==> src/rtl/adv7513_macros.svh <==
`ifndef ADV7513_MACROS_SVH
`define ADV7513_MACROS_SVH

// 7-bit I2C address of the HDMI transmitter main map
`define ADV_CHIP_ADDR 7'h39

// register address and register data width
`define ADV_DATA_W 8

// PLL status register and its lock flag
`define ADV_PLL_STATUS_REG 8'h9E
`define ADV_PLL_LOCK_BIT 4

// number of writes in each list
`define ADV_BOOT_LEN 11
`define ADV_INIT_LEN 16

// ORed into register 0x16
// 8'h00 gives 4:4:4 RGB output, 8'h81 gives 4:2:2 YCbCr output
`define ADV_OUTPUT_FMT 8'h00

`endif

==> src/rtl/adv7513_pkg.sv <==
package adv7513_pkg;

    // one register address or one register value
    typedef logic [7:0] reg_byte_t;

    // index into the list of the current stage
    typedef logic [4:0] step_t;

    // sequencer opcodes, one per register list
    typedef enum logic [1:0] {
        stage_boot,
        stage_init,
        stage_pll_check,
        stage_ready
    } stage_t;

    typedef enum logic [1:0] {
        s_issue,
        s_wait,
        s_idle
    } seq_state_t;

    // bus phases of the byte engine
    typedef enum logic [2:0] {
        idle,
        start,
        send_byte,
        ack,
        restart,
        recv_byte,
        master_nack,
        stop
    } i2c_state_t;

endpackage

==> src/rtl/reg_table.sv <==
`timescale 1ns/100ps

`include "adv7513_macros.svh"

module reg_table import adv7513_pkg::*; (
    input  stage_t    stage,
    input  step_t     step,
    input  reg_byte_t video_reg_17,
    input  reg_byte_t video_reg_3b,
    input  reg_byte_t video_reg_3c,
    output reg_byte_t reg_addr,
    output reg_byte_t reg_value,
    output logic      is_read,
    output logic      list_end
);

    always_comb begin
        {reg_addr, reg_value} = 16'h0000;
        is_read  = 1'b0;
        list_end = 1'b0;

        case (stage)
            stage_boot: begin
                list_end = (step >= 5'(`ADV_BOOT_LEN));
                case (step)
                    // power up all circuits
                    0:  {reg_addr, reg_value} = 16'h41_10;
                    // fixed values from the programming guide
                    1:  {reg_addr, reg_value} = 16'h98_03;
                    2:  {reg_addr, reg_value} = 16'h9A_E0;
                    3:  {reg_addr, reg_value} = 16'h9C_30;
                    4:  {reg_addr, reg_value} = 16'h9D_01;
                    5:  {reg_addr, reg_value} = 16'hA2_A4;
                    6:  {reg_addr, reg_value} = 16'hA3_A4;
                    7:  {reg_addr, reg_value} = 16'hE0_D0;
                    8:  {reg_addr, reg_value} = 16'hF9_00;
                    // enable HPD and monitor sense interrupts, then clear them
                    9:  {reg_addr, reg_value} = 16'h94_C0;
                    10: {reg_addr, reg_value} = 16'h96_C0;
                    default: {reg_addr, reg_value} = 16'h0000;
                endcase
            end

            stage_init: begin
                list_end = (step >= 5'(`ADV_INIT_LEN));
                case (step)
                    0:  {reg_addr, reg_value} = 16'h15_00;
                    1:  {reg_addr, reg_value} = {8'h17, video_reg_17};
                    // 8 bit colour depth plus the selected output format
                    2:  {reg_addr, reg_value} = 16'h16_30 | {8'h00, `ADV_OUTPUT_FMT};
                    3:  {reg_addr, reg_value} = 16'h55_00;
                    4:  {reg_addr, reg_value} = 16'h18_46;
                    // HDMI mode, no HDCP
                    5:  {reg_addr, reg_value} = 16'hAF_06;
                    6:  {reg_addr, reg_value} = 16'hBA_60;
                    // I2S audio, N = 6272 for 44.1 kHz
                    7:  {reg_addr, reg_value} = 16'h0A_00;
                    8:  {reg_addr, reg_value} = 16'h01_00;
                    9:  {reg_addr, reg_value} = 16'h02_18;
                    10: {reg_addr, reg_value} = 16'h03_80;
                    11: {reg_addr, reg_value} = 16'h0B_0E;
                    12: {reg_addr, reg_value} = 16'h0C_05;
                    13: {reg_addr, reg_value} = 16'h0D_10;
                    14: {reg_addr, reg_value} = {8'h3B, video_reg_3b};
                    15: {reg_addr, reg_value} = {8'h3C, video_reg_3c};
                    default: {reg_addr, reg_value} = 16'h0000;
                endcase
            end

            stage_pll_check: begin
                // single read of the PLL status
                reg_addr = `ADV_PLL_STATUS_REG;
                is_read  = 1'b1;
                list_end = (step != 5'd0);
            end

            default: begin
                list_end = 1'b1;
            end
        endcase
    end

endmodule

==> config.mk <==
export PLATFORM = sky130hd
export DESIGN_NAME = reg_table
export DESIGN_NICKNAME = d
export VERILOG_FILES = /design/src/rtl/adv7513_pkg.sv /design/src/rtl/reg_table.sv
export VERILOG_INCLUDE_DIRS = /design/src /design/src/rtl
export SDC_FILE = /design/constraint.sdc
export NUM_CORES = 1
export LEC_CHECK = 0
export BUFFER_PORTS_ARGS = -buffer_cell sky130_fd_sc_hd__buf_2
export CAP_MARGIN = 40
export CORE_MARGIN = 3
export CORE_UTILIZATION = 44
export DETAILED_ROUTE_END_ITERATION = 8
export PLACE_DENSITY_LB_ADDON = 0.08
export SYNTH_ARGS = -nofsm -noshare
export SYNTH_HDL_FRONTEND = slang
export SYNTH_SLANG_ARGS = --single-unit
export TNS_END_PERCENT = 30
==> constraint.sdc <==
create_clock -name vclk -period 2.05
set_clock_uncertainty 0.05 [all_clocks]
set_input_delay 0.41 -clock vclk [all_inputs]
set_output_delay 0.41 -clock vclk [all_outputs]
set_load 0.005 [all_outputs]
==> summary.txt, run 1 <==
Routing
  • Initial DRC count: between 200 and 250
  • Wire per inst: about 24 µm
  • Vias: between 1.5k and 2k
  • Vias/cell: 7.179
  • DRC violations left: 0
  • DR pass1 iterations: 7
  • Routed Antenna Nets: 0
  • Wirelength, routed: 6444 µm

Min path
  • Launch point of the worst hold path: video_reg_3c[3]
  • Sink of the worst hold path: reg_value[3]
  • Hold Path Depth: 4
  • Hold Crit Class: in -> out

Synthesis
  • Seq/Total Area, Yosys: 0
  • Syn Nets: between 150 and 200
  • Synthesized area: approximately 940 µm²
  • Yosys top cell by area: o21ai_0
  • Synth warn: 0
  • Commonest cells post-synth: 20 x o21ai_0, 18 x nand2_1, 17 x nor2_1
  • Post-synth top area share: 0.1067
  • Unique masters post-synth: 43
  • Avg Cell Area, Syn: 5.902 µm²
  • Synth area leaders: o21ai_0 11%, a21oi_1 8.5%, ha_1 8.0%
  • Synth Instances: 159
  • Most common cell in the netlist: o21ai_0

Run
  • Max-Cap Viols: 0

Pwr
  • Maximum VDD drop: between 150 and 200 µV
  • Power per Cell Area: approximately 230 nW/µm²
  • Leakage Power: 0.8233 nW

Placement
  • Placed insts: around 270
  • Dpl hpwl: about 3500 µm
  • Final Wtd Congestion: 0.9479
  • I/O Buffers: 49
  • Placement Cell Area: approximately 1600 µm²
  • Dpl ws: -0.4620 ns

Setup path
  • WP data arrival: between 2 and 2.5 ns
  • Critical-path cell list: buf_12, clkinv_8, buf_6, ha_4, clkinvlp_4, a221oi_4, o21ai_4, o21ai_0, buf_2
  • Worst EP required: ~1.6 ns
  • Startpoint types: input port
  • Slowest CP cell: a221oi_4
  • Critical Setup Path Class: in -> out
  • Largest fanout on the critical path: 6
  • Worst Path Buf+Inv: 5
  • Worst path top cell family by delay: compound AO/OA/AOI/OAI gates
  • Critical path capture point type: primary output
  • Max stage delay on crit path: around 0.43 ns

Final layout
  • Final nets: between 200 and 300
  • Diode count: 0
  • Syn-to-layout area delta: 94.00%
  • Clock buffers: 0
  • Non-Filler Instances: 273
  • Reg area: 0 µm²
  • Post-route cell area: 1821 µm²
  • Layout cells sized above 1: 0.5528
  • Area taken by multi-input logic gates: slightly above 1000 µm²
  • Seq_cells: 0
  • FILL cells: roughly 80

Timing
  • Final worst setup slack: -0.4236 ns
  • Hold Violations, Final: 0
  • Final slew viol count: 0
  • Slew margin rel.: 0.7333
  • Least-Margin Pin Slew: approximately 0.40 ns
  • Fmax achieved: 0.4043 GHz
  • Final Cycle Share: 1.207
  • Final min period: between 2 and 2.5 ns
  • Final setup fails: 16
  • Setup TNS Final: -4.035 ns
  • RSZ-0062 raised after global routing: yes

Global routing
  • First-pass GRT wire length: 7941 µm
  • Largest net degree at the start of global routing: 15
  • Total track usage: 0.3790
  • Antenna violations before repair: 0
  • Vias in the first global route: 1691
  • Overflow after GRT: 0

Floorplanning
  • Initial Utilization: 0.4735
  • Placeable Area: between 1500 and 2000 µm²
  • IO Pins: ~50
  • # rows: 16
  • DIE HEIGHT: around 52 µm
  • Die area: approximately 2700 µm²
  • Die Wd: about 52 µm

Status
  • Outcome: complete, but fails checks
  • Failing checks: negative setup slack
[cell usage in the layout, fill, tap and decap left out, types with 2 or more instances in the layout]
cell type / n
buf_2: 47
buf_4: 47
nand2_1: 17
o21ai_0: 14
a21oi_1: 14
nor2_1: 13
o21ai_1: 6
nor2_2: 5
buf_6: 5
ha_4: 4
inv_1: 3
o22ai_1: 3
a211oi_2: 3
a221oi_1: 3
buf_12: 3
nand2b_1: 2
nand3_1: 2
a221oi_2: 2
nor3_1: 2
mux2i_1: 2
o21a_1: 2
o2bb2ai_1: 2
a22o_1: 2
o22ai_2: 2
a22oi_1: 2
a211oi_4: 2
a21oi_2: 2
a21boi_0: 2
o211ai_1: 2
[area by class of cell]
| type | instances | area share |
|---|---|---|
| multi-input combinational | 137 | 0.5670 |
| tap | 27 | 0.01856 |
| timing repair buffer | 102 | 0.3869 |
| inverter | 7 | 0.02749 |
[routing by layer]
layer	up-vias	global-route usage	share of wire
met5	-	0	0
met4	0	0.2085	0.099
met3	86	0.08547	0.13
met2	243	0.6548	0.43
met1	857	0.4252	0.35
li1	774	-	-
[worst max-delay path by stage]
stage | from | endpoint | cells past startpoint | slack [ns]
global route | step[0] | reg_addr[7] | 10 | -0.43
floorplan | step[1] | reg_addr[3] | 8 | 0.02
detailed placement | step[0] | reg_value[7] | 9 | -0.46
CTS | step[1] | reg_addr[3] | 10 | -0.28
global placement | step[0] | reg_addr[3] | 10 | -0.35
finish | step[0] | reg_value[1] | 9 | -0.42
[stage by stage]
| step | util | total power, W | hold WS, ns |
|---|---|---|---|
| detailed placement | 0.7828 | 0.0003050 | 1.098 |
| finish | 0.9186 | 0.0004103 | 1.118 |
| global route | 0.9186 | 0.0004242 | 1.137 |
| CTS | 0.8630 | 0.0003418 | 1.098 |
| global placement | 0.7828 | 0.0002959 | 1.089 |
| floorplan | - | 0.0001488 | 0.8903 |
[cells by family (layout without fill, tap and decap cells)]
| logic type | count (synthesis) | after routing | synth area share |
|---|---|---|---|
| mux | 2 | 2 | 0.02133 |
| compound gates | 78 | 78 | 0.5480 |
| buf+inv | 22 | 109 | 0.1067 |
| fa+ha+maj | 6 | 6 | 0.08000 |
| xor+xnor | 1 | 1 | 0.009335 |
| simple gates | 50 | 50 | 0.2347 |
[where the power goes]
part	switching (W)	internal (W)	total, W	leakage [nW]
Clock	0	0	0	0
Sequential	0	0	0	0
Combinational	0.000223	0.000188	0.000410	0.823
Total	0.000223	0.000188	0.000410	0.823
[repair_timing]
action | 4_1_cts | 5_1_grt
resized for setup | 36 | 26
gates cloned | 0 | 0
pin swaps | 9 | 13
hold buffers | 0 | 0
setup buffers | 1 | 1
setup endpoints to repair | 16 | 16
Note: power is estimated with default switching activity, not from simulation.
==> inputs of run 2 (changes only) <==
Settings changed: PLACE_DENSITY set to 0.9, PLACE_DENSITY_LB_ADDON 0.08 to unset.
==> run 2 against run 1 <==
  * The flow still finishes with violations (negative setup slack)
  * Combinational power shrank 7.1%
  * Sequential share of layout area is the same
  * Final cell count shrank 2.2%
  * Global-route usage grew 0.18 points
  * Die area is the same
  * Via count shrank 7.4%
  * Routed wire length shrank 16%
  * Non-clock buffer count shrank 6
  * Power shrank 7.1%
  * Critical path depth is the same
  * First-iteration DRC count shrank 47%
  * Critical path type unchanged
  * Largest power group unchanged
  * Highest routed layer unchanged
==> summary.txt, run 2 (synthesis gave the netlist of run 1 again) <==
Global routing
  • Antenna violations before repair: 0 (unchanged)
  • Largest net degree at the start of global routing: 15 (unchanged)
  • Overflow after GRT: 0 (unchanged)
  • Total track usage: 0.3808 (+0.001771)
  • Vias in the first global route: 1673 (-1.1%)
  • First-pass GRT wire length: 7921 µm (-0.25%)

Final layout
  • Post-route cell area: 1774 µm² (-2.5%)
  • Reg area: 0 µm² (unchanged)
  • Most frequent cells in the layout: 46 x buf_2, 42 x buf_4, 17 x nand2_1, 16 x a21oi_1, 13 x o21ai_0
  • Layout cells sized above 1: 0.5542 (+0.001321)
  • Seq_cells: 0 (unchanged)
  • Commonest non-fill, non-tap cell in the layout: buf_2
  • Clock buffers: 0 (unchanged)
  • Diode count: 0 (unchanged)
  • Final nets: 279 (-2.1%)
  • Syn-to-layout area delta: 89.07%

Setup path
  • Crit path from: step[0]
  • Max stage delay on crit path: 0.29 ns (-0.14 ns)
  • Largest fanout on the critical path: 5 (-1)
  • Worst Path Buf+Inv: 3 (-2)
  • Worst path top cell family by delay: compound AO/OA/AOI/OAI gates
  • Crit path depth: 9 (unchanged)
  • Critical Path End: reg_value[6]
  • Critical path capture point type: primary output
  • Critical Setup Path Class: in -> out
  • Startpoint types: input port
  • Slowest CP cell: a221o_1
  • WP data arrival: 1.78 ns (-0.23 ns)
  • Critical-path cell list: buf_12, ha_4, buf_4, nand2_2, nor2_2, o2bb2ai_1, a221o_1, a22o_1, buf_2
  • Worst EP required: 1.59 ns (about the same)

Timing
  • Final min period: 2.241 ns (-0.2324 ns)
  • Final worst setup slack: -0.1912 ns (+0.2324 ns)
  • Least-Margin Pin Slew: 0.4137 ns (+0.01784 ns)
  • Final Cycle Share: 1.093 (-0.1133)
  • Fmax achieved: 0.4462 GHz (+10%)
  • RSZ-0062 raised after global routing: yes
  • Final setup fails: 12 (-4)
  • Final slew viol count: 0 (unchanged)
  • Hold Violations, Final: 0 (unchanged)
  • Slew margin rel.: 0.7232 (-0.01013)

Routing
  • Wire per inst: 20.26 µm (-14%)
  • DR pass1 iterations: 5 (-2)
  • Initial DRC count: 133 (-47%)
  • Routed Antenna Nets: 0 (unchanged)
  • Vias: 1814 (-7.4%)
  • Wirelength, routed: 5409 µm (-16%)
  • DRC violations left: 0 (unchanged)
  • Vias/cell: 6.794 (-5.4%)

Status
  • Outcome: complete, but fails checks
  • Failing checks: negative setup slack

Floorplanning
  • Die Wd: 52.18 µm (unchanged)
  • Placeable Area: 1982 µm² (unchanged)
  • # rows: 16 (unchanged)
  • DIE HEIGHT: 52.18 µm (unchanged)
  • IO Pins: 49 (unchanged)
  • Initial Utilization: 0.4735 (unchanged)
  • Die area: 2723 µm² (unchanged)

Pwr
  • Power per Cell Area: 214.8 nW/µm² (-4.7%)
  • Leakage Power: 0.8008 nW (-2.7%)
  • Power consumption: 0.0003811 W (-7.1%)
  • Maximum VDD drop: 174.8 µV (+5.5%)

Placement
  • Placement Cell Area: 1479 µm² (-4.7%)
  • Dpl hpwl: 3216 µm (-8.9%)
  • Final Wtd Congestion: 0.9756 (+2.9%)
  • I/O Buffers: 49 (unchanged)

Min path
  • Hold Path Depth: 3 (-1)
  • Hold Crit Class: in -> out

Run
  • Max-Cap Viols: 0 (unchanged)
## run 2: metal layers
layer  GRT usage  share of wire  up-vias
met1      0.4507           0.34      810
met2      0.6485           0.46      185
met4      0.2340          0.076        0
li1            -              -      764
met5           0              0        -
met3     0.04274           0.12       55
## run 2: power by group
part           internal, W  total, W  switching [W]
clock                    0         0              0
sequential               0         0              0
combinational     0.000179  0.000381       0.000203
## run 2: worst min path at each step
stage | startpoint | end | slack, ns
floorplan | stage[1] | is_read | 0.89
global placement | stage[0] | reg_addr[3] | 1.07
detailed placement | stage[0] | reg_addr[3] | 1.08
CTS | stage[0] | reg_addr[3] | 1.08
global route | stage[0] | reg_addr[3] | 1.12
finish | stage[0] | reg_addr[3] | 1.10
## run 2: through the flow
step | TNS, ns | worst slack (ns) | std cells | utilization | hold slack [ns]
6_report | -1.374 | -0.1912 | 267 | 0.8952 | 1.096
5_1_grt | -2.235 | -0.2138 | 267 | 0.8952 | 1.118
4_1_cts | -0.4903 | -0.1202 | 266 | 0.8542 | 1.081
3_5_place_dp | -3.687 | -0.3817 | 263 | 0.7462 | 1.080
3_3_place_gp | -2.286 | -0.2307 | 263 | 0.7462 | 1.074
2_1_floorplan | 0 | 0.01802 | 159 | - | 0.8903
## run 2: layout make-up
cell class,count,area [µm²]
fill,93,207.7
multi-input combinational,137,1046
tap,27,33.78
timing repair buffer,96,653.1
inverter,7,41.29
## run 2: tightest hold or removal path, stage by stage
cell and delay (ns):
buf_2 0.13, o21ai_1 0.08, buf_2 0.12
## run 2: repair_timing
action                                  in CTS  in global routing
buffers inserted                             3                  1
gates resized for setup                     49                 18
hold buffers                                 0                  0
pin swaps                                   15                 16
endpoints found under the setup margin      16                 16
