==> src/rtl/adv7513_macros.svh <==
`ifndef ADV7513_MACROS_SVH
`define ADV7513_MACROS_SVH

// 7-bit I2C address of the HDMI transmitter main map
`define ADV_CHIP_ADDR 7'h39

// register address and register data width
`define ADV_DATA_W 8

// PLL status register and its lock flag
`define ADV_PLL_STATUS_REG 8'h9E
`define ADV_PLL_LOCK_BIT 4

// number of writes in each list
`define ADV_BOOT_LEN 11
`define ADV_INIT_LEN 16

// ORed into register 0x16
// 8'h00 gives 4:4:4 RGB output, 8'h81 gives 4:2:2 YCbCr output
`define ADV_OUTPUT_FMT 8'h00

`endif

==> src/rtl/adv7513_pkg.sv <==
package adv7513_pkg;

    // one register address or one register value
    typedef logic [7:0] reg_byte_t;

    // index into the list of the current stage
    typedef logic [4:0] step_t;

    // sequencer opcodes, one per register list
    typedef enum logic [1:0] {
        stage_boot,
        stage_init,
        stage_pll_check,
        stage_ready
    } stage_t;

    typedef enum logic [1:0] {
        s_issue,
        s_wait,
        s_idle
    } seq_state_t;

    // bus phases of the byte engine
    typedef enum logic [2:0] {
        idle,
        start,
        send_byte,
        ack,
        restart,
        recv_byte,
        master_nack,
        stop
    } i2c_state_t;

endpackage

==> src/rtl/init_sequencer.sv <==
`timescale 1ns/100ps

`include "adv7513_macros.svh"

module init_sequencer import adv7513_pkg::*; (
    input  logic      clk,
    input  logic      reset,
    input  logic      hdmi_int,
    input  logic      list_end,
    input  logic      busy,
    input  logic      done,
    input  logic      ack_error,
    input  reg_byte_t read_data,
    output stage_t    stage,
    output step_t     step,
    output logic      start,
    output logic      ready
);

    seq_state_t state_q;
    stage_t     stage_q;
    step_t      step_q;
    logic       ready_q;
    logic       int_pending;

    assign stage = stage_q;
    assign step  = step_q;
    assign ready = ready_q;

    // one transaction in flight, issued only to an idle master
    assign start = (state_q == s_issue) && !list_end && !busy;

    always_ff @(posedge clk) begin
        if (!reset) begin
            state_q     <= s_issue;
            stage_q     <= stage_boot;
            step_q      <= '0;
            ready_q     <= 1'b0;
            int_pending <= 1'b0;
        end else begin
            // interrupt is remembered at any time, served only when idle
            if (!hdmi_int) begin
                int_pending <= 1'b1;
            end

            case (state_q)
                s_issue: begin
                    if (list_end) begin
                        step_q <= '0;
                        case (stage_q)
                            stage_boot: stage_q <= stage_init;
                            stage_init: stage_q <= stage_pll_check;
                            default:    stage_q <= stage_boot;
                        endcase
                    end else if (!busy) begin
                        state_q <= s_wait;
                    end
                end

                s_wait: begin
                    if (done) begin
                        state_q <= s_issue;
                        // on a missing acknowledge the same step goes out again
                        if (!ack_error) begin
                            if (stage_q == stage_pll_check) begin
                                if (read_data[`ADV_PLL_LOCK_BIT]) begin
                                    stage_q <= stage_ready;
                                    state_q <= s_idle;
                                    ready_q <= 1'b1;
                                end else begin
                                    // PLL not locked, start over from the bootstrap list
                                    stage_q <= stage_boot;
                                    step_q  <= '0;
                                end
                            end else begin
                                step_q <= step_q + 5'd1;
                            end
                        end
                    end
                end

                s_idle: begin
                    if (int_pending) begin
                        int_pending <= 1'b0;
                        ready_q     <= 1'b0;
                        stage_q     <= stage_boot;
                        step_q      <= '0;
                        state_q     <= s_issue;
                    end
                end

                default: begin
                    state_q <= s_issue;
                end
            endcase
        end
    end

endmodule

==> config.mk <==
export PLATFORM = sky130hd
export DESIGN_NAME = init_sequencer
export DESIGN_NICKNAME = d
export VERILOG_FILES = /design/src/rtl/adv7513_pkg.sv /design/src/rtl/init_sequencer.sv
export VERILOG_INCLUDE_DIRS = /design/src /design/src/rtl
export SDC_FILE = /design/constraint.sdc
export NUM_CORES = 1
export LEC_CHECK = 0
export ABC_AREA = 1
export BUFFER_PORTS_ARGS = -buffer_cell sky130_fd_sc_hd__buf_4
export CAP_MARGIN = 30
export CORE_UTILIZATION = 30
export CTS_BUF_LIST = sky130_fd_sc_hd__clkbuf_16
export CTS_CLUSTER_DIAMETER = 50
export DETAILED_ROUTE_END_ITERATION = 7
export PLACE_DENSITY_LB_ADDON = 0.3
export SLEW_MARGIN = 20
export SYNTH_ARGS = -nofsm -noshare
export SYNTH_HDL_FRONTEND = slang
export SYNTH_SLANG_ARGS = --single-unit
==> constraint.sdc <==
create_clock -name clk -period 2.1 [get_ports clk]
set_input_delay 0.63 -clock clk [delete_from_list [all_inputs] [get_ports clk]]
set_output_delay 0.63 -clock clk [all_outputs]
set_load 0.01 [all_outputs]
==> summary.txt, run 1 <==
Critical path
  – WP buf/inv: 2
  – Crit path max-delay family: flip-flops
  – CP Max Fanout: 4
  – Critical-path cell list: inv_1 > ha_1 > nand2_1 > nor2_1 > buf_4
  – Critical path class: flip-flop to output pin
  – Delay of the slowest critical-path stage: about 0.37 ns
  – Critical Path Sink Type: output pin
  – CP arrival: 1.19 ns
  – CP Launch Type: flip-flop
  – Critical path's slowest cell: dfxtp_1
  – CP required: 1.47 ns

Synthesis
  – Synth Instances: 110
  – Synthesized area: 713 µm²
  – Count of different cell masters after synthesis: 18
  – Seq cells post-synth: 11
  – Post-synthesis sequential area ratio: a little under a third
  – Total nets after synthesis: 131
  – Syn avg cell area: 6.48 µm²
  – Ys Warns: 0

Global route
  – GRT Overall Usage: 14.6%
  – Initial antenna violation count: 0
  – Met1 usage: 16.8%
  – Pin count of the biggest net entering global routing: 12
  – First-pass GRT wire length: approximately 2.8 mm
  – Congestion Overflow GR: 0
  – Met2 GRT Util: about a quarter
  – Grt peak-use layer: met2
  – Vias in the first global route: 673
  – M3 GR Usage: 2.73%

Die
  – Die Wd: 50.8 µm
  – I/O pins: 24
  – Starting Density: 31.9%
  – Die Area: 2580 µm²
  – Num rows: 17
  – Die Y: 50.8 µm
  – Core area: 2230 µm²

STA
  – Worst Skew: ~0.0019 ns
  – Setup violators final: 0
  – Max Slew Vio Count: 0
  – RSZ-0062 raised after global routing: no
  – Setup Total Neg Slack: 0 ns
  – Tmin final: 1.82 ns
  – Setup ws final: around 0.28 ns
  – Final count of hold timing violations: 0
  – Final Cycle Share: 86.8%
  – Worst slew pin tran: 0.264 ns
  – Worst slew margin: 82.4%
  – Fmax achieved: approximately 0.55 GHz

Detailed routing
  – DRC Markers: 0
  – Via count: 697
  – Final ANT Viol Nets: 0
  – DR WL/cell: 9.94 µm
  – Pre-antenna DRT Iters: 4
  – DR iter-0 viols: 4
  – Final wirelength: 1.56 mm
  – Via/cell ratio: roughly 4.4

Clocking
  – Total CTS buffers: 3
  – TritonCTS Sinks: 11
  – Clock Path Buffers: 2
  – Worst skew pair latency: roughly 0.24 ns
  – Post-cts resize count: 0
  – CTS tree: yes
  – Hold Buf Count CTS: 0
  – Clock transition at path regs: roughly 0.04 ns
  – Post-CTS Setup Inserts: 0
  – H-tree depth: 1
  – Clk root buf: clkbuf_16

Power
  – Pwr per Cell Area: 1550 nW/µm²
  – Total power: 1.46 mW
  – Leakage: about 0.48 nW
  – Sw Pwr: 0.627 mW
  – Int Pwr: 0.831 mW
  – Comb pwr share: 52.7%
  – Switching Share: 43.0%
  – Clock share of power: 24.4%
  – Peak supply drop: roughly 0.65 mV
  – Sequential share of power: 22.9%

Placed design
  – Post-Place Cell Area: 861 µm²
  – Routability cong.: 0.744
  – Placed wire-length estimate: approximately 1.2 mm
  – Pre-CTS WS: 0.405 ns
  – Port Buf Inserts: 16

Final layout
  – Area added between synthesis and finish: 31.8%
  – Design Area, Final: 940 µm²
  – Commonest non-fill, non-tap cells in the layout: nand2_1, inv_1, nor2_1
  – Commonest non-fill, non-tap cell in the layout: nand2_1
  – Fraction of layout cells with a size suffix above 1: 17.8%
  – Final antenna diode count: 0
  – Final core occ: around 42%
  – Final nets: 151

Status
  – Status: finished clean

Job
  – Max_cap viols: 0

Min path
  – Hold crit path type: flip-flop to flip-flop
power by group through the flow:
stage	combinational [mW]	clock [mW]	sequential (mW)
3_3_place_gp	0.752	0	0.334
2_1_floorplan	0.559	0	0.347
3_5_place_dp	0.767	0	0.337
6_report	0.769	0.355	0.334
4_1_cts	0.775	0.359	0.335
5_1_grt	0.898	0.371	0.345
cells in the mapped netlist (all sizes together):
master  instances  area (µm²)
nor2           19        78.8
nand3           6        35.0
nand2          27         104
a21oi           7        35.0
xor2            1        8.76
dfxtp          11         220
inv            18        67.6
o21ai           6        30.0
buf             1        7.51
ha              6        75.1
nand4           4        25.0
or2             2        12.5
o21bai          1        7.51
and3            1        6.26
final timing paths:
check,startpoint,endpoint,slack (ns),depth (start not counted)
worst max register to register,state_q[1],step[1],0.58,8
worst min-delay path,int_pending,int_pending,0.47,2
worst max-delay path,state_q[0],start,0.28,5
worst min register to register,int_pending,int_pending,0.47,2
stage by stage:
| stage | std cells | hold slack (ns) |
|---|---|---|
| global placement | 153 | 0.454 |
| global route | 157 | 0.497 |
| CTS | 157 | 0.471 |
| floorplan | 110 | 0.441 |
| finish | 157 | 0.469 |
| detailed placement | 153 | 0.464 |
registers in the layout, summed over array words and instances, names as in the netlist:
register and flops:
int_pending 1, ready 1, state_q 2, stage 2, step 5
tightest hold or removal path, stage by stage (launching register included):
cell     delay (ns)
dfxtp_1        0.31
inv_1          0.06
a21oi_1        0.06
routing by layer:
metal / part of all wire [%] / up-vias
li1: - / 385
met1: 47 / 299
met2: 48 / 8
met3: 2.2 / 5
met4: 2.8 / 0
met5: 0 / -
cells by family (layout without fill, tap and decap cells):
logic type      after synthesis  after routing  synth area share [%]
simple gates                 59             59                  36.7
buf+inv                      19             38                  10.5
compound gates               14             14                  10.2
flops                        11             11                  30.9
fa+ha+maj                     6              6                  10.5
xor+xnor                      1              1                  1.23
cell type report:
| type | count | area [µm²] |
|---|---|---|
| clock buffer | 3 | 75.1 |
| clock inverter | 1 | 3.75 |
| fill | 240 | 1290 |
| inverter | 18 | 67.6 |
| multi-input combinational | 80 | 418 |
| sequential | 11 | 220 |
| tap | 28 | 35.0 |
| timing repair buffer | 16 | 120 |
No activity file was read; power rests on OpenSTA's default activity.
==> run 2: changes to the inputs <==
ABC_AREA = 0   (was 1)
CELL_PAD_IN_SITES_DETAIL_PLACEMENT = 0   (was default)
CELL_PAD_IN_SITES_GLOBAL_PLACEMENT = 1   (was default)
CORE_UTILIZATION = 37   (was 30)
==> run 2 against run 1 <==
  * Synthesized cell count down 26%
  * Area after synthesis down 2.5%
  * Fmax down 3.9%
  * Non-clock buffer count unchanged
  * Worst setup slack worse by 0.074 ns
  * Global-route usage up 1.4 points
  * Clock skew about the same
  * Sequential share of layout area up 0.74 points
  * Total power down 47%
  * Die area down 20%
  * Largest cell class unchanged
==> summary.txt, run 2 <==
Status
  – Status: finished clean (unchanged)

Synthesis
  – Yosys top cell by area: dfxtp_1 (unchanged)
  – Count leader, synth: dfxtp_1 (was nand2_1)
  – Post-synth top cells: dfxtp_1, nand2_1, nand3_1 (was nand2_1, inv_1, nor2_1)
  – Yosys top cell area share: 31.7% (was 30.9%)
  – Synth Instances: 81 (was 110)
  – Synthesized area: 696 µm² (was 713 µm²)
  – Synth async-reset ratio: 0% (unchanged)
  – Seq cells post-synth: 11 (unchanged)
  – Total nets after synthesis: 102 (was 131)
  – EDFF count, synth: 0 (unchanged)
  – Post-synthesis sequential area ratio: 31.7% (was 30.9%)
  – Ys Warns: 0 (unchanged)
  – Count of different cell masters after synthesis: 30 (was 18)
  – Syn avg cell area: 8.59 µm² (was 6.48 µm²)
  – Synth Flop Type: dfxtp_1 (unchanged)
  – Synth top area cells: dfxtp_1, ha_1, mux2i_1 (was dfxtp_1, nand2_1, ha_1)

Detailed routing
  – Final wirelength: 1.48 mm (was 1.56 mm)
  – DR iter-0 viols: 16 (was 4)
  – Pre-antenna DRT Iters: 4 (unchanged)
  – DR WL/cell: 11.9 µm (was 9.94 µm)
  – Via/cell ratio: 5.44 (was 4.44)
  – Final ANT Viol Nets: 0 (unchanged)
  – DRC Markers: 0 (unchanged)
  – Via count: 675 (was 697)

STA
  – Final count of hold timing violations: 0 (unchanged)
  – Worst slew margin: 79.6% (was 82.4%)
  – Worst slew pin tran: 0.306 ns (was 0.264 ns)
  – Setup Total Neg Slack: 0 ns (unchanged)
  – Max Slew Vio Count: 0 (unchanged)
  – Tmin final: 1.90 ns (was 1.82 ns)
  – RSZ-0062 raised after global routing: no (unchanged)
  – Setup ws final: 0.202 ns (was 0.277 ns)
  – Worst Skew: 0.00234 ns (was 0.00187 ns)
  – Setup violators final: 0 (unchanged)
  – Final Cycle Share: 90.4% (was 86.8%)
  – Fmax achieved: 0.527 GHz (was 0.548 GHz)

Global route
  – First-pass GRT wire length: 2.34 mm (was 2.76 mm)
  – Initial antenna violation count: 0 (unchanged)
  – M3 GR Usage: 3.60% (was 2.73%)
  – Met1 usage: 20.7% (was 16.8%)
  – Vias in the first global route: 571 (was 673)
  – GRT Overall Usage: 16.0% (was 14.6%)
  – Met2 GRT Util: 24.1% (was 24.4%)
  – Grt peak-use layer: met2 (unchanged)
  – Pin count of the biggest net entering global routing: 9 (was 12)
  – Congestion Overflow GR: 0 (unchanged)

Min path
  – Hold crit path type: flip-flop to flip-flop (unchanged)
  – HP Start: int_pending (unchanged)

Die
  – Core area: 1750 µm² (was 2230 µm²)
  – Die Y: 45.4 µm (was 50.8 µm)
  – Starting Density: 39.9% (was 31.9%)
  – I/O pins: 24 (unchanged)
  – Die Wd: 45.4 µm (was 50.8 µm)
  – Num rows: 15 (was 17)
  – Die Area: 2060 µm² (was 2580 µm²)

Final layout
  – Max reg flops: 5 (unchanged)
  – Commonest non-fill, non-tap cells in the layout: buf_4, dfxtp_1, nand2_1, nand3_1, ha_1 (was nand2_1, inv_1, nor2_1)
  – Area added between synthesis and finish: 30.9% (was 31.8%)
  – Commonest non-fill, non-tap cell in the layout: buf_4 (was nand2_1)
  – Filler instances: 179 (was 240)
  – Final antenna diode count: 0 (unchanged)
  – Final core occ: 52.2% (was 42.1%)
  – Fraction of layout cells with a size suffix above 1: 23.2% (was 17.8%)
  – Final nets: 121 (was 151)

Placed design
  – Placed wire-length estimate: 1.11 mm (was 1.16 mm)
  – Pre-CTS WS: 0.223 ns (was 0.405 ns)
  – Port Buf Inserts: 16 (unchanged)
  – Routability cong.: 0.781 (was 0.744)

Clocking
  – Clock Path Buffers: 2 (unchanged)
  – Post-CTS Setup Inserts: 0 (unchanged)
  – Clock transition at path regs: 0.04 ns (about the same)
  – H-tree depth: 1 (unchanged)
  – TritonCTS Sinks: 11 (unchanged)
  – Clk root buf: clkbuf_16 (unchanged)
  – CTS tree: yes (unchanged)
  – Hold Buf Count CTS: 0 (unchanged)
  – Post-cts resize count: 0 (unchanged)
  – Worst skew pair latency: 0.24 ns (about the same)
  – Total CTS buffers: 3 (unchanged)

Power
  – Leakage: 0.388 nW (was 0.485 nW)
  – Peak supply drop: 0.432 mV (was 0.647 mV)
  – Pwr per Cell Area: 847 nW/µm² (was 1550 nW/µm²)

Critical path
  – Critical path class: flip-flop to flip-flop (was flip-flop to output pin)
  – CP Launch Type: flip-flop (unchanged)
  – Delay of the slowest critical-path stage: 0.53 ns (was 0.37 ns)
  – R2R Setup Slk: 0.20 ns (was 0.58 ns)
  – CP required: 2.27 ns (was 1.47 ns)
  – CP arrival: 2.07 ns (was 1.19 ns)
  – Worst R2R Start: state_q[1] (unchanged)
  – Critical-path cell list: inv_1 > ha_1 > nand4b_1 > nand3_1 > or4_1 > a21oi_1 (was inv_1 > ha_1 > nand2_1 > nor2_1 > buf_4)
  – CP Max Fanout: 8 (was 4)
  – Critical path's slowest cell: or4_1 (was dfxtp_1)
  – Critical Path Sink Type: flip-flop (was output pin)
  – CP startpoint: state_q[1] (was state_q[0])

Job
  – Max_cap viols: 0 (unchanged)
==> run 2: cell count changes in the layout (fill, tap and decap cells not counted), moves of 2 or more <==
cell and delta:
nand2_1 -18, nor2_1 -16, inv_1 -14, mux2i_1 +4, nand4_1 -4, nand3_1 +3, a21oi_1 -2, and3_1 +2
nand4b_1 +2, nor3_1 +2, o221a_2 +2, o31ai_1 +2, or2b_1 +2
==> run 2: cell families after synthesis <==
| kind of cell | share of synthesized area (%) |
|---|---|
| AOI/OAI and AO/OA | 19.1 |
| adders and majority gates | 10.8 |
| buffers and inverters | 4.32 |
| DFF | 31.7 |
| muxes | 5.76 |
| and+or+nand+nor | 28.4 |
==> run 2: critical path, delay by kind of cell (launching register included) <==
family / cells / cell delay, ns
buffers and inverters: 1 / 0.10
adders and majority gates: 1 / 0.30
DFF: 1 / 0.36
and+or+nand+nor: 3 / 0.93
AOI/OAI and AO/OA: 1 / 0.14
==> run 2: power breakdown <==
group,switching [mW],internal (mW),leakage (nW)
combinational,0.0984,0.0859,0.256
clock,0.0930,0.250,0.0423
sequential,0.0185,0.226,0.0896
==> run 2: worst paths after layout <==
| check | end | cells after the start |
|---|---|---|
| hold / removal | int_pending | 1 |
| hold reg to reg | int_pending | 1 |
| setup / recovery | step[0] | 6 |
| setup reg to reg | step[0] | 6 |
==> run 2: metal layers <==
layer	share of wire [%]	up-vias
li1	-	338
met1	49	317
met2	45	15
met3	3.0	5
met4	2.5	0
met5	0	-
==> run 2: through the flow <==
step                cell area [µm²]  total power, mW  instances  hold slack [ns]
detailed placement              832            0.433        120            0.469
CTS                             911            0.776        124            0.476
global route                    911            0.811        124            0.501
finish                          911            0.772        124            0.473
global placement                832            0.431        120            0.452
floorplan                       696            0.380         81            0.434
==> run 2: final cells by class <==
| type | instances | area [µm²] | area share, % |
|---|---|---|---|
| clock buffer | 3 | 75.1 | 8.24 |
| clock inverter | 1 | 3.75 | 0.412 |
| inverter | 4 | 15.0 | 1.65 |
| multi-input combinational | 64 | 445 | 48.9 |
| sequential | 11 | 220 | 24.2 |
| tap | 25 | 31.3 | 3.43 |
| timing repair buffer | 16 | 120 | 13.2 |
==> run 3: changes to the inputs <==
CORE_UTILIZATION = 34   (was 37)
clock period = 2.11 ns   (was 2.1 ns; I/O delays follow)
==> run 3 against run 2 <==
  * Critical path depth unchanged
  * Sequential share of layout area down 0.20 points
  * Highest routed layer unchanged
  * Combinational power about the same
  * Clock skew about the same
  * Register-to-register slack better by 0.04 ns
  * Critical path type unchanged
  * Non-clock buffer count up 1
  * Die area up 8.4%
==> summary.txt, run 3 (synthesized netlist as in run 2, its figures left out) <==
Status
  – Status: finished clean (unchanged)

Detailed routing
  – Via count: 657 (was 675)
  – Via/cell ratio: 5.26 (was 5.44)
  – Pre-antenna DRT Iters: 4 (unchanged)
  – DR WL/cell: 12.1 µm (was 11.9 µm)
  – DR iter-0 viols: 7 (was 16)
  – DRC Markers: 0 (unchanged)
  – Final ANT Viol Nets: 0 (unchanged)
  – Final wirelength: 1.51 mm (was 1.48 mm)

STA
  – Final count of hold timing violations: 0 (unchanged)
  – Worst Skew: 0.00230 ns (was 0.00234 ns)
  – Final Cycle Share: 88.5% (was 90.4%)
  – Fmax achieved: 0.536 GHz (was 0.527 GHz)
  – RSZ-0062 raised after global routing: no (unchanged)
  – Setup Total Neg Slack: 0 ns (unchanged)
  – Worst slew margin: 80.4% (was 79.6%)
  – Setup violators final: 0 (unchanged)
  – Max Slew Vio Count: 0 (unchanged)
  – Tmin final: 1.87 ns (was 1.90 ns)
  – Worst slew pin tran: 0.294 ns (was 0.306 ns)

Clocking
  – H-tree depth: 1 (unchanged)
  – Post-CTS Setup Inserts: 0 (unchanged)
  – Clock Path Buffers: 2 (unchanged)
  – CTS tree: yes (unchanged)
  – Worst skew pair latency: 0.23 ns (was 0.24 ns)
  – Clock transition at path regs: 0.04 ns (about the same)
  – Clk root buf: clkbuf_16 (unchanged)
  – Total CTS buffers: 3 (unchanged)
  – Hold Buf Count CTS: 0 (unchanged)
  – TritonCTS Sinks: 11 (unchanged)
  – Post-cts resize count: 0 (unchanged)

Power
  – Leakage: 0.392 nW (was 0.388 nW)
  – Clock share of power: 44.0% (was 44.4%)
  – Peak supply drop: 0.677 mV (was 0.432 mV)
  – Sequential share of power: 31.8% (was 31.7%)
  – Int Pwr: 0.559 mW (was 0.562 mW)
  – Sw Pwr: 0.206 mW (was 0.210 mW)
  – Comb pwr share: 24.2% (was 23.9%)
  – Pwr per Cell Area: 833 nW/µm² (was 847 nW/µm²)
  – Switching Share: 26.9% (was 27.2%)

Final layout
  – Commonest non-fill, non-tap cell in the layout: buf_4 (unchanged)
  – Fraction of layout cells with a size suffix above 1: 24.0% (was 23.2%)
  – Commonest non-fill, non-tap cells in the layout: buf_4, dfxtp_1, nand2_1, nand3_1, ha_1 (unchanged)
  – Final nets: 122 (was 121)
  – Max reg flops: 5 (unchanged)
  – Fin cells: 125 (was 124)
  – Final antenna diode count: 0 (unchanged)
  – Area added between synthesis and finish: 32.0% (was 30.9%)

Placed design
  – Routability cong.: 0.711 (was 0.781)
  – Placed Cells: 121 (was 120)
  – Placed wire-length estimate: 1.16 mm (was 1.11 mm)
  – Port Buf Inserts: 16 (unchanged)

Die
  – Die Wd: 47.2 µm (was 45.4 µm)
  – Core area: 1820 µm² (was 1750 µm²)
  – Die Area: 2230 µm² (was 2060 µm²)
  – Num rows: 15 (unchanged)
  – Starting Density: 38.2% (was 39.9%)
  – I/O pins: 24 (unchanged)
  – Die Y: 47.2 µm (was 45.4 µm)

Critical path
  – R2R cell count: 6 (unchanged)
  – Delay of the slowest critical-path stage: 0.48 ns (was 0.53 ns)
  – Critical Path Sink Type: flip-flop (unchanged)
  – WP buf/inv: 1 (unchanged)
  – Critical path class: flip-flop to flip-flop (unchanged)
  – CP arrival: 2.03 ns (was 2.07 ns)
  – Critical path's slowest cell: or4_1 (unchanged)
  – Reg2reg end: step[0] (unchanged)
  – CP Launch Type: flip-flop (unchanged)
  – CP required: 2.28 ns (was 2.27 ns)
  – Worst R2R Start: state_q[1] (unchanged)
  – CP Max Fanout: 8 (unchanged)
  – R2R Setup Slk: 0.24 ns (was 0.20 ns)
  – Critical-path cell list: inv_1 > ha_1 > nor3_2 > a211o_1 > or4_1 > a21oi_1 (was inv_1 > ha_1 > nand4b_1 > nand3_1 > or4_1 > a21oi_1)
  – Crit path max-delay family: simple AND/OR/NAND/NOR gates (unchanged)

Job
  – Max_cap viols: 0 (unchanged)

Global route
  – Initial antenna violation count: 0 (unchanged)
  – GRT Overall Usage: 15.7% (was 16.0%)
  – Pin count of the biggest net entering global routing: 9 (unchanged)
  – Congestion Overflow GR: 0 (unchanged)
  – Vias in the first global route: 587 (was 571)
  – First-pass GRT wire length: 2.41 mm (was 2.34 mm)

Min path
  – HP Start: int_pending (unchanged)
  – Hold crit path type: flip-flop to flip-flop (unchanged)
  – Worst Hold Path EP: int_pending (unchanged)
  – Hold path cells: 1 (unchanged)
run 3: worst register-to-register path: stages (launching register included):
cell and delay (ns):
dfxtp_1 0.31, inv_1 0.11, ha_1 0.34, nor3_2 0.08
a211o_1 0.33, or4_1 0.48, a21oi_1 0.14
run 3: power by group through the flow:
| stage | sequential (mW) | combinational [mW] | clock (mW) |
|---|---|---|---|
| after floorplan | 0.248 | 0.130 | 0 |
| after global placement | 0.246 | 0.183 | 0 |
| after detailed placement | 0.246 | 0.185 | 0 |
| after CTS | 0.243 | 0.186 | 0.343 |
| after global routing | 0.246 | 0.204 | 0.351 |
| final | 0.244 | 0.185 | 0.337 |
run 3: stage by stage:
step | instance area [µm²] | total power [mW] | hold slack [ns] | setup WS, ns | utilization [%]
floorplan | 696 | 0.378 | 0.434 | 0.384 | -
global placement | 840 | 0.429 | 0.452 | 0.238 | 46.1
detailed placement | 840 | 0.431 | 0.460 | 0.232 | 46.1
CTS | 918 | 0.772 | 0.467 | 0.235 | 50.4
global route | 918 | 0.801 | 0.488 | 0.0803 | 50.4
finish | 918 | 0.765 | 0.466 | 0.243 | 50.4
run 3: routing by layer:
layer | track usage [%] | vias to the layer above | routed length, µm
met5 | 0 | - | 0
met4 | 8.00 | 0 | 21
met3 | 4.62 | 2 | 75
met2 | 25.2 | 16 | 717
met1 | 18.8 | 297 | 695
li1 | - | 342 | -
run 3: area by class of cell:
type                            count  area, µm²
Clock buffer                        3       75.1
Clock inverter                      1       3.75
Fill cell                         197        902
Inverter                            4       15.0
Multi-Input combinational cell     64        445
Sequential cell                    11        220
Tap cell                           25       31.3
Timing Repair Buffer               17        128
run 3: worst max path at each step:
stage	from	end	cells after the start
final	state_q[1]	step[0]	6
after global routing	state_q[0]	step[0]	6
after CTS	state_q[1]	step[0]	6
after detailed placement	list_end	step[0]	5
after global placement	list_end	step[0]	5
after floorplan	list_end	step[0]	4
